`config.mk`:
```
export PLATFORM = sky130hd
export DESIGN_NAME = control_unit
export DESIGN_NICKNAME = d
export VERILOG_FILES = /design/src/logic/isa_pkg.sv /design/src/logic/ctrl_pkg.sv /design/src/logic/instr_decode.sv /design/src/logic/control_sequencer.sv /design/src/logic/control_encoder.sv /design/src/logic/control_unit.sv
export SDC_FILE = /design/constraint.sdc
export NUM_CORES = 1
export LEC_CHECK = 0
export BUFFER_PORTS_ARGS = -buffer_cell sky130_fd_sc_hd__buf_4
export CELL_PAD_IN_SITES_DETAIL_PLACEMENT = 1
export CELL_PAD_IN_SITES_GLOBAL_PLACEMENT = 1
export CORE_MARGIN = 5
export CORE_UTILIZATION = 37
export DETAILED_ROUTE_END_ITERATION = 6
export GPL_TIMING_DRIVEN = 0
export PLACE_DENSITY_LB_ADDON = 0.1
export SLEW_MARGIN = 10
export SYNTH_ARGS = -nofsm -noshare
export SYNTH_HDL_FRONTEND = slang
export SYNTH_SLANG_ARGS = --single-unit
```
`constraint.sdc`:
```
create_clock -name clk -period 2.8 [get_ports clk]
set_input_delay 0.14 -clock clk [delete_from_list [all_inputs] [get_ports clk]]
set_output_delay 0.14 -clock clk [all_outputs]
set_load 0.03 [all_outputs]
```
`src/logic/isa_pkg.sv`:
```
package isa_pkg;

    // Primary opcode field in bits 31:26
    typedef enum logic [5:0] {
        OP_RTYPE = 6'h00,
        OP_J     = 6'h02,
        OP_BEQ   = 6'h04,
        OP_BNE   = 6'h05,
        OP_ADDI  = 6'h08,
        OP_LW    = 6'h23,
        OP_SW    = 6'h2b
    } opcode_e;

    // Function field in bits 5:0 of R-type words
    typedef enum logic [5:0] {
        FUNCT_ADD = 6'h20,
        FUNCT_SUB = 6'h22,
        FUNCT_AND = 6'h24
    } funct_e;

    // One class per supported instruction
    typedef enum logic [3:0] {
        INSTR_ADD,
        INSTR_SUB,
        INSTR_AND,
        INSTR_ADDI,
        INSTR_LW,
        INSTR_SW,
        INSTR_BEQ,
        INSTR_BNE,
        INSTR_J,
        INSTR_ILLEGAL
    } instr_e;

endpackage

```
`src/logic/ctrl_pkg.sv`:
```
package ctrl_pkg;

    // Memory reads are held this many cycles before the data is used
    localparam int MEM_WAIT_CYCLES = 3;
    localparam int WAIT_COUNT_W    = 2;

    typedef enum logic [4:0] {
        // Shared fetch phase
        ST_FETCH_WAIT,
        ST_FETCH,
        ST_DECODE,
        ST_DISPATCH,
        // ALU operations and writeback
        ST_ALU_ADD,
        ST_ALU_SUB,
        ST_ALU_AND,
        ST_ALU_IMM,
        ST_ALU_WB,
        ST_IMM_WB,
        // Loads and stores
        ST_ADDR,
        ST_LOAD_WAIT,
        ST_LOAD_MDR,
        ST_LOAD_WB,
        ST_STORE,
        // Control flow
        ST_BRANCH,
        ST_JUMP,
        // Exception entry
        ST_EXC_WAIT,
        ST_EXCEPT
    } state_e;

    typedef enum logic [1:0] {ALU_ADD, ALU_SUB, ALU_AND} alu_op_e;

    typedef enum logic {SRC_A_PC, SRC_A_REG} alu_src_a_e;

    typedef enum logic [1:0] {
        SRC_B_REG,
        SRC_B_FOUR,
        SRC_B_IMM,
        SRC_B_BRANCH_OFFSET
    } alu_src_b_e;

    typedef enum logic [1:0] {ADDR_PC, ADDR_ALU, ADDR_VECTOR} iord_e;

    typedef enum logic [1:0] {PC_ALU, PC_ALU_OUT, PC_JUMP, PC_VECTOR} pc_src_e;

    typedef enum logic {EXC_OPCODE, EXC_OVERFLOW} except_e;

    typedef enum logic {DST_RT, DST_RD} reg_dst_e;

    typedef enum logic {WB_ALU_OUT, WB_MDR} mem_to_reg_e;

endpackage

```
`src/logic/instr_decode.sv`:
```
`timescale 1ns/1ps

module instr_decode
    import isa_pkg::*;
(
    input  opcode_e opcode,
    input  funct_e  funct,
    output instr_e  instr
);

    always_comb begin
        case (opcode)
            OP_RTYPE: begin
                // Only three R-type functions exist in this datapath
                case (funct)
                    FUNCT_ADD: begin
                        instr = INSTR_ADD;
                    end
                    FUNCT_SUB: begin
                        instr = INSTR_SUB;
                    end
                    FUNCT_AND: begin
                        instr = INSTR_AND;
                    end
                    default: begin
                        instr = INSTR_ILLEGAL;
                    end
                endcase
            end
            OP_ADDI: begin
                instr = INSTR_ADDI;
            end
            OP_LW: begin
                instr = INSTR_LW;
            end
            OP_SW: begin
                instr = INSTR_SW;
            end
            OP_BEQ: begin
                instr = INSTR_BEQ;
            end
            OP_BNE: begin
                instr = INSTR_BNE;
            end
            OP_J: begin
                instr = INSTR_J;
            end
            default: begin
                instr = INSTR_ILLEGAL;
            end
        endcase
    end

endmodule

```
`src/logic/control_sequencer.sv`:
```
`timescale 1ns/1ps

module control_sequencer
    import isa_pkg::*, ctrl_pkg::*;
(
    input  logic    clk,
    input  logic    reset,
    input  instr_e  instr,
    input  logic    eq,
    input  logic    overflow,
    output state_e  state,
    output except_e except_cause
);

    state_e                  next_state;
    logic [WAIT_COUNT_W-1:0] wait_count;
    logic                    in_wait;
    logic                    wait_done;
    logic                    enter_exc;
    except_e                 new_cause;

    assign in_wait   = (state == ST_FETCH_WAIT) || (state == ST_LOAD_WAIT) ||
                       (state == ST_EXC_WAIT);
    assign wait_done = (wait_count == WAIT_COUNT_W'(MEM_WAIT_CYCLES - 1));

    always_comb begin
        next_state = state;
        enter_exc  = 1'b0;
        new_cause  = EXC_OPCODE;
        case (state)
            ST_FETCH_WAIT: begin
                if (wait_done) begin
                    next_state = ST_FETCH;
                end
            end
            ST_FETCH: begin
                next_state = ST_DECODE;
            end
            ST_DECODE: begin
                next_state = ST_DISPATCH;
            end
            ST_DISPATCH: begin
                case (instr)
                    INSTR_ADD:  next_state = ST_ALU_ADD;
                    INSTR_SUB:  next_state = ST_ALU_SUB;
                    INSTR_AND:  next_state = ST_ALU_AND;
                    INSTR_ADDI: next_state = ST_ALU_IMM;
                    INSTR_LW:   next_state = ST_ADDR;
                    INSTR_SW:   next_state = ST_ADDR;
                    INSTR_BEQ:  next_state = eq ? ST_BRANCH : ST_FETCH_WAIT;
                    INSTR_BNE:  next_state = eq ? ST_FETCH_WAIT : ST_BRANCH;
                    INSTR_J:    next_state = ST_JUMP;
                    default: begin
                        next_state = ST_EXC_WAIT;
                        enter_exc  = 1'b1;
                        new_cause  = EXC_OPCODE;
                    end
                endcase
            end
            ST_ALU_ADD, ST_ALU_SUB, ST_ALU_AND, ST_ALU_IMM: begin
                if (overflow) begin
                    // Result is discarded without writeback
                    next_state = ST_EXC_WAIT;
                    enter_exc  = 1'b1;
                    new_cause  = EXC_OVERFLOW;
                end else if (state == ST_ALU_IMM) begin
                    next_state = ST_IMM_WB;
                end else begin
                    next_state = ST_ALU_WB;
                end
            end
            ST_ADDR: begin
                next_state = (instr == INSTR_SW) ? ST_STORE : ST_LOAD_WAIT;
            end
            ST_LOAD_WAIT: begin
                if (wait_done) begin
                    next_state = ST_LOAD_MDR;
                end
            end
            ST_LOAD_MDR: begin
                next_state = ST_LOAD_WB;
            end
            ST_EXC_WAIT: begin
                if (wait_done) begin
                    next_state = ST_EXCEPT;
                end
            end
            default: begin
                // Single-cycle terminal states return to fetch
                next_state = ST_FETCH_WAIT;
            end
        endcase
    end

    always_ff @(posedge clk) begin
        if (reset) begin
            state        <= ST_FETCH_WAIT;
            wait_count   <= '0;
            except_cause <= EXC_OPCODE;
        end else begin
            state <= next_state;
            if (in_wait && !wait_done) begin
                wait_count <= wait_count + 1'b1;
            end else begin
                wait_count <= '0;
            end
            if (enter_exc) begin
                except_cause <= new_cause;
            end
        end
    end

endmodule

```
`src/logic/control_encoder.sv`:
```
`timescale 1ns/1ps

module control_encoder
    import ctrl_pkg::*;
(
    input  state_e      state,
    output logic        pc_write,
    output logic        ir_write,
    output logic        a_write,
    output logic        b_write,
    output logic        alu_out_write,
    output logic        mdr_write,
    output logic        mem_wr,
    output logic        reg_write,
    output logic        epc_write,
    output alu_op_e     alu_op,
    output alu_src_a_e  alu_src_a,
    output alu_src_b_e  alu_src_b,
    output iord_e       iord,
    output pc_src_e     pc_src,
    output reg_dst_e    reg_dst,
    output mem_to_reg_e mem_to_reg
);

    always_comb begin
        // Idle word computes PC plus four with every enable low
        pc_write      = 1'b0;
        ir_write      = 1'b0;
        a_write       = 1'b0;
        b_write       = 1'b0;
        alu_out_write = 1'b0;
        mdr_write     = 1'b0;
        mem_wr        = 1'b0;
        reg_write     = 1'b0;
        epc_write     = 1'b0;
        alu_op        = ALU_ADD;
        alu_src_a     = SRC_A_PC;
        alu_src_b     = SRC_B_FOUR;
        iord          = ADDR_PC;
        pc_src        = PC_ALU;
        reg_dst       = DST_RT;
        mem_to_reg    = WB_ALU_OUT;
        case (state)
            ST_FETCH: begin
                pc_write = 1'b1;
                ir_write = 1'b1;
            end
            ST_DECODE: begin
                a_write       = 1'b1;
                b_write       = 1'b1;
                alu_out_write = 1'b1;
                alu_src_b     = SRC_B_BRANCH_OFFSET;
            end
            ST_ALU_ADD, ST_ALU_SUB, ST_ALU_AND: begin
                alu_out_write = 1'b1;
                alu_src_a     = SRC_A_REG;
                alu_src_b     = SRC_B_REG;
                if (state == ST_ALU_SUB) begin
                    alu_op = ALU_SUB;
                end else if (state == ST_ALU_AND) begin
                    alu_op = ALU_AND;
                end
            end
            ST_ALU_IMM, ST_ADDR: begin
                alu_out_write = 1'b1;
                alu_src_a     = SRC_A_REG;
                alu_src_b     = SRC_B_IMM;
            end
            ST_ALU_WB: begin
                reg_write = 1'b1;
                reg_dst   = DST_RD;
            end
            ST_IMM_WB: begin
                reg_write = 1'b1;
            end
            ST_LOAD_WAIT: begin
                iord = ADDR_ALU;
            end
            ST_LOAD_MDR: begin
                mdr_write = 1'b1;
                iord      = ADDR_ALU;
            end
            ST_LOAD_WB: begin
                reg_write  = 1'b1;
                mem_to_reg = WB_MDR;
            end
            ST_STORE: begin
                mem_wr = 1'b1;
                iord   = ADDR_ALU;
            end
            ST_BRANCH: begin
                pc_write = 1'b1;
                pc_src   = PC_ALU_OUT;
            end
            ST_JUMP: begin
                pc_write = 1'b1;
                pc_src   = PC_JUMP;
            end
            ST_EXC_WAIT: begin
                // ALU backs PC up to the faulting instruction for EPC
                iord   = ADDR_VECTOR;
                alu_op = ALU_SUB;
            end
            ST_EXCEPT: begin
                epc_write = 1'b1;
                pc_write  = 1'b1;
                pc_src    = PC_VECTOR;
                alu_op    = ALU_SUB;
            end
            default: begin
            end
        endcase
    end

endmodule

```
`src/logic/control_unit.sv`:
```
`timescale 1ns/1ps

module control_unit
    import isa_pkg::*, ctrl_pkg::*;
(
    input  logic        clk,
    input  logic        reset,
    input  opcode_e     opcode,
    input  funct_e      funct,
    input  logic        eq,
    input  logic        overflow,
    output logic        pc_write,
    output logic        ir_write,
    output logic        a_write,
    output logic        b_write,
    output logic        alu_out_write,
    output logic        mdr_write,
    output logic        mem_wr,
    output logic        reg_write,
    output logic        epc_write,
    output alu_op_e     alu_op,
    output alu_src_a_e  alu_src_a,
    output alu_src_b_e  alu_src_b,
    output iord_e       iord,
    output pc_src_e     pc_src,
    output reg_dst_e    reg_dst,
    output mem_to_reg_e mem_to_reg,
    output except_e     except_cause
);

    instr_e instr;
    state_e state;

    instr_decode i_decode (
        .opcode (opcode),
        .funct  (funct),
        .instr  (instr)
    );

    control_sequencer i_sequencer (
        .clk          (clk),
        .reset        (reset),
        .instr        (instr),
        .eq           (eq),
        .overflow     (overflow),
        .state        (state),
        .except_cause (except_cause)
    );

    control_encoder i_encoder (
        .state         (state),
        .pc_write      (pc_write),
        .ir_write      (ir_write),
        .a_write       (a_write),
        .b_write       (b_write),
        .alu_out_write (alu_out_write),
        .mdr_write     (mdr_write),
        .mem_wr        (mem_wr),
        .reg_write     (reg_write),
        .epc_write     (epc_write),
        .alu_op        (alu_op),
        .alu_src_a     (alu_src_a),
        .alu_src_b     (alu_src_b),
        .iord          (iord),
        .pc_src        (pc_src),
        .reg_dst       (reg_dst),
        .mem_to_reg    (mem_to_reg)
    );

endmodule

```
==> run metrics <==
outcome completed; wire length reported by the detailed router 3.74 mm; worst setup path class flop to output pin; # IOs 37; Routability Congestion 0.835; Post-Syn Area per Cell 6.62 um^2; Final min period 2180 ps; min-delay worst type input port to flop; flip-flop and latch count after synthesis 8; DRC violations left 0; met1 Resource Use GR 19.6%; post-CTS clock slew at the launch and capture registers of the worst setup and hold paths 50 ps; Total Power Consumption 514 uW; Layout area overhead 28.2%; vias in the first global route 1398; final-layout fill cell count 415; total power divided by cell area 354 mW/mm^2; depth of the CTS H-tree 1; adder-cell share of the synthesized area 1.10%; Post-Synthesis Net Count 188; fin nets ~230; RSZ-0062 raised after global routing false; final cycle utilization of the critical path 78.0%; CTS Hold Bufs 0; fraction of the mapped netlist area in simple logic gates 41.9%; peak-usage layer in the global routing report met2; clock buffers created by TritonCTS 3; Setup TNS 0 ps; initial drt markers 62; latest clock arrival within the worst-skew pair about 270 ps; total number of yosys warnings 0; met2 global-route usage between 30% and 40%; pin count of the biggest net entering global routing 11; Antenna Cells 0; DIE WIDTH around 65 um; Post-CTS Resized 0; total leakage power 0.616 nW; count of flip-flops with a built-in enable after synthesis 0; dominant combinational cell family by area after synthesis simple AND/OR/NAND/NOR gates; Max VDD drop 0.161 mV; floorplan die height 65.3 um; global-route wire length before repair 6.16 mm; placed wire-length estimate after detailed placement 3.02 mm; most used flip-flop cell after synthesis dfxtp_1; final setup violating endpoints 0; worst clock skew on the final layout approximately 0.74 ps; Pre-Repair DR Iteration Count 4; Max Buffers Root-to-Sink 2; share of the synthesized area in compound gates (AO/OA/AOI/OAI) around 32%; total of buffers placed on input and output ports 34; clock tree from TritonCTS built; type of element capturing the critical path output pin; met3 routing resource usage after global routing 4.10%; Data arrival, critical path between 2000 and 2500 ps; post-synthesis xor/xnor area fraction 0%; Routed wire per std cell 15.5 um; crit-path max FO 10; core outline area roughly 0.003 mm^2; remaining global-route overflow 0; startpoint kind of the worst setup timing path flop; Clk Tree Root Cell clkbuf_4; placement row count 20; Cell Area, Synth 0.00113 mm^2; initial core utilization 37.7%; fraction of the yosys area taken by sequential cells 14.1%; post-route antenna net violation count 0; FMAX between 400 and 500 MHz; worst slew margin relative to its limit 71.4%; # clock sinks 8; Synth Instances 171; number of antenna violations at the first check in global routing 0; total setup buffers inserted after CTS 0; global-route total usage across every layer 18.0%; mux cell area share after synthesis 1.88%; Max Cap Viol 0; share of synthesized registers carrying an async set or reset 0%; most common library cell in the layout ignoring fill and taps buf_4; worst-margin pin slew roughly 430 ps; die area 0.00427 mm^2; flop-to-flop setup slack ~830 ps; Crit path required time 2660 ps; number of slew-limit violations in the final report 0; final number of hold-violating endpoints 0; detailed-route vias per instance 5.88; leading cell types in the layout, fill and taps excluded buf_4 (37), nor2_1 (27), a21oi_1 (14); Vias 1416; share of final-layout standard cells stronger than drive strength 1 about a quarter; number of unique standard cell types used by synthesis 55
## metrics by stage
stage	setup slack, ps	area (um^2)	std cells	util (%)	hold slack, ps
final	616	1450	241	48.3	48.9
after global routing	415	1450	241	48.3	38.3
after CTS	605	1450	241	48.3	41.9
after detailed placement	864	1430	238	47.6	331
after global placement	923	1430	238	47.6	325
after floorplan	849	1130	171	-	213
## sequential cells by signal, indices dropped and copies added, names as in the netlist
register / flops
i_sequencer.except_cause: 1
i_sequencer.wait_count: 2
i_sequencer.state: 5
## cell type report
type	count	area, um^2	share of cell area, %
buffer	14	73.8	5.09
timing repair buffer	34	255	17.6
inverter	7	26.3	1.81
multi-input combinational	142	872	60.1
tap	33	41.3	2.84
clock buffer	3	22.5	1.55
sequential	8	160	11.0
## power by group
group	total (mW)	internal, mW	switching, mW	leakage, nW
clock network	0.0950	0.0494	0.0455	0.0138
logic	0.277	0.110	0.168	0.537
registers	0.141	0.134	0.00718	0.0650
total	0.514	0.293	0.220	0.616
## Yosys cell counts, drive strengths merged, types with 2 or more instances
master  number  area [um^2]
and3         2         18.8
o31ai        3         22.5
nor2b        2         12.5
a21boi       2         15.0
nand2b       9         56.3
a211oi       4         30.0
a21oi       15         78.8
nor3b        2         15.0
o22ai        3         18.8
and4b        2         21.3
o21ai        8         40.0
buf          7         47.5
dfxtp        8          160
nand2       11         41.3
or3          4         30.0
inv          7         26.3
o21a         3         22.5
clkbuf       7         26.3
and2         2         12.5
a31oi        3         18.8
nor3        13         65.1
o211ai       3         22.5
nor2        27          101
## cells by family (layout without fill, tap and decap cells)
logic type               after synthesis  after routing
AND/OR/NAND/NOR                       85             85
multiplexers                           2              2
flip-flops                             8              8
AO/OA/AOI/OAI                         54             54
buffers and inverters                 21             58
adder cells (fa/ha/maj)                1              1
## critical path: stages, from the launching register on
cell	delay, ps
dfxtp_1	460
clkbuf_1	380
inv_1	200
nor2_1	240
a21oi_1	110
nor3b_1	190
buf_4	190
## metal layers
metal	share of wire (%)	wire (um)
met5	0	0
met4	2.1	80
met3	4.9	184
met2	50	1880
met1	43	1590
## final timing paths
path | start | depth (start not counted) | to
max | i_sequencer.state[2] | 6 | alu_src_b[1]
min | reset | 2 | i_sequencer.except_cause
max reg2reg | i_sequencer.state[1] | 6 | i_sequencer.state[1]
min reg2reg | i_sequencer.wait_count[0] | 1 | i_sequencer.wait_count[0]
Power figures use the tool's default switching activity.
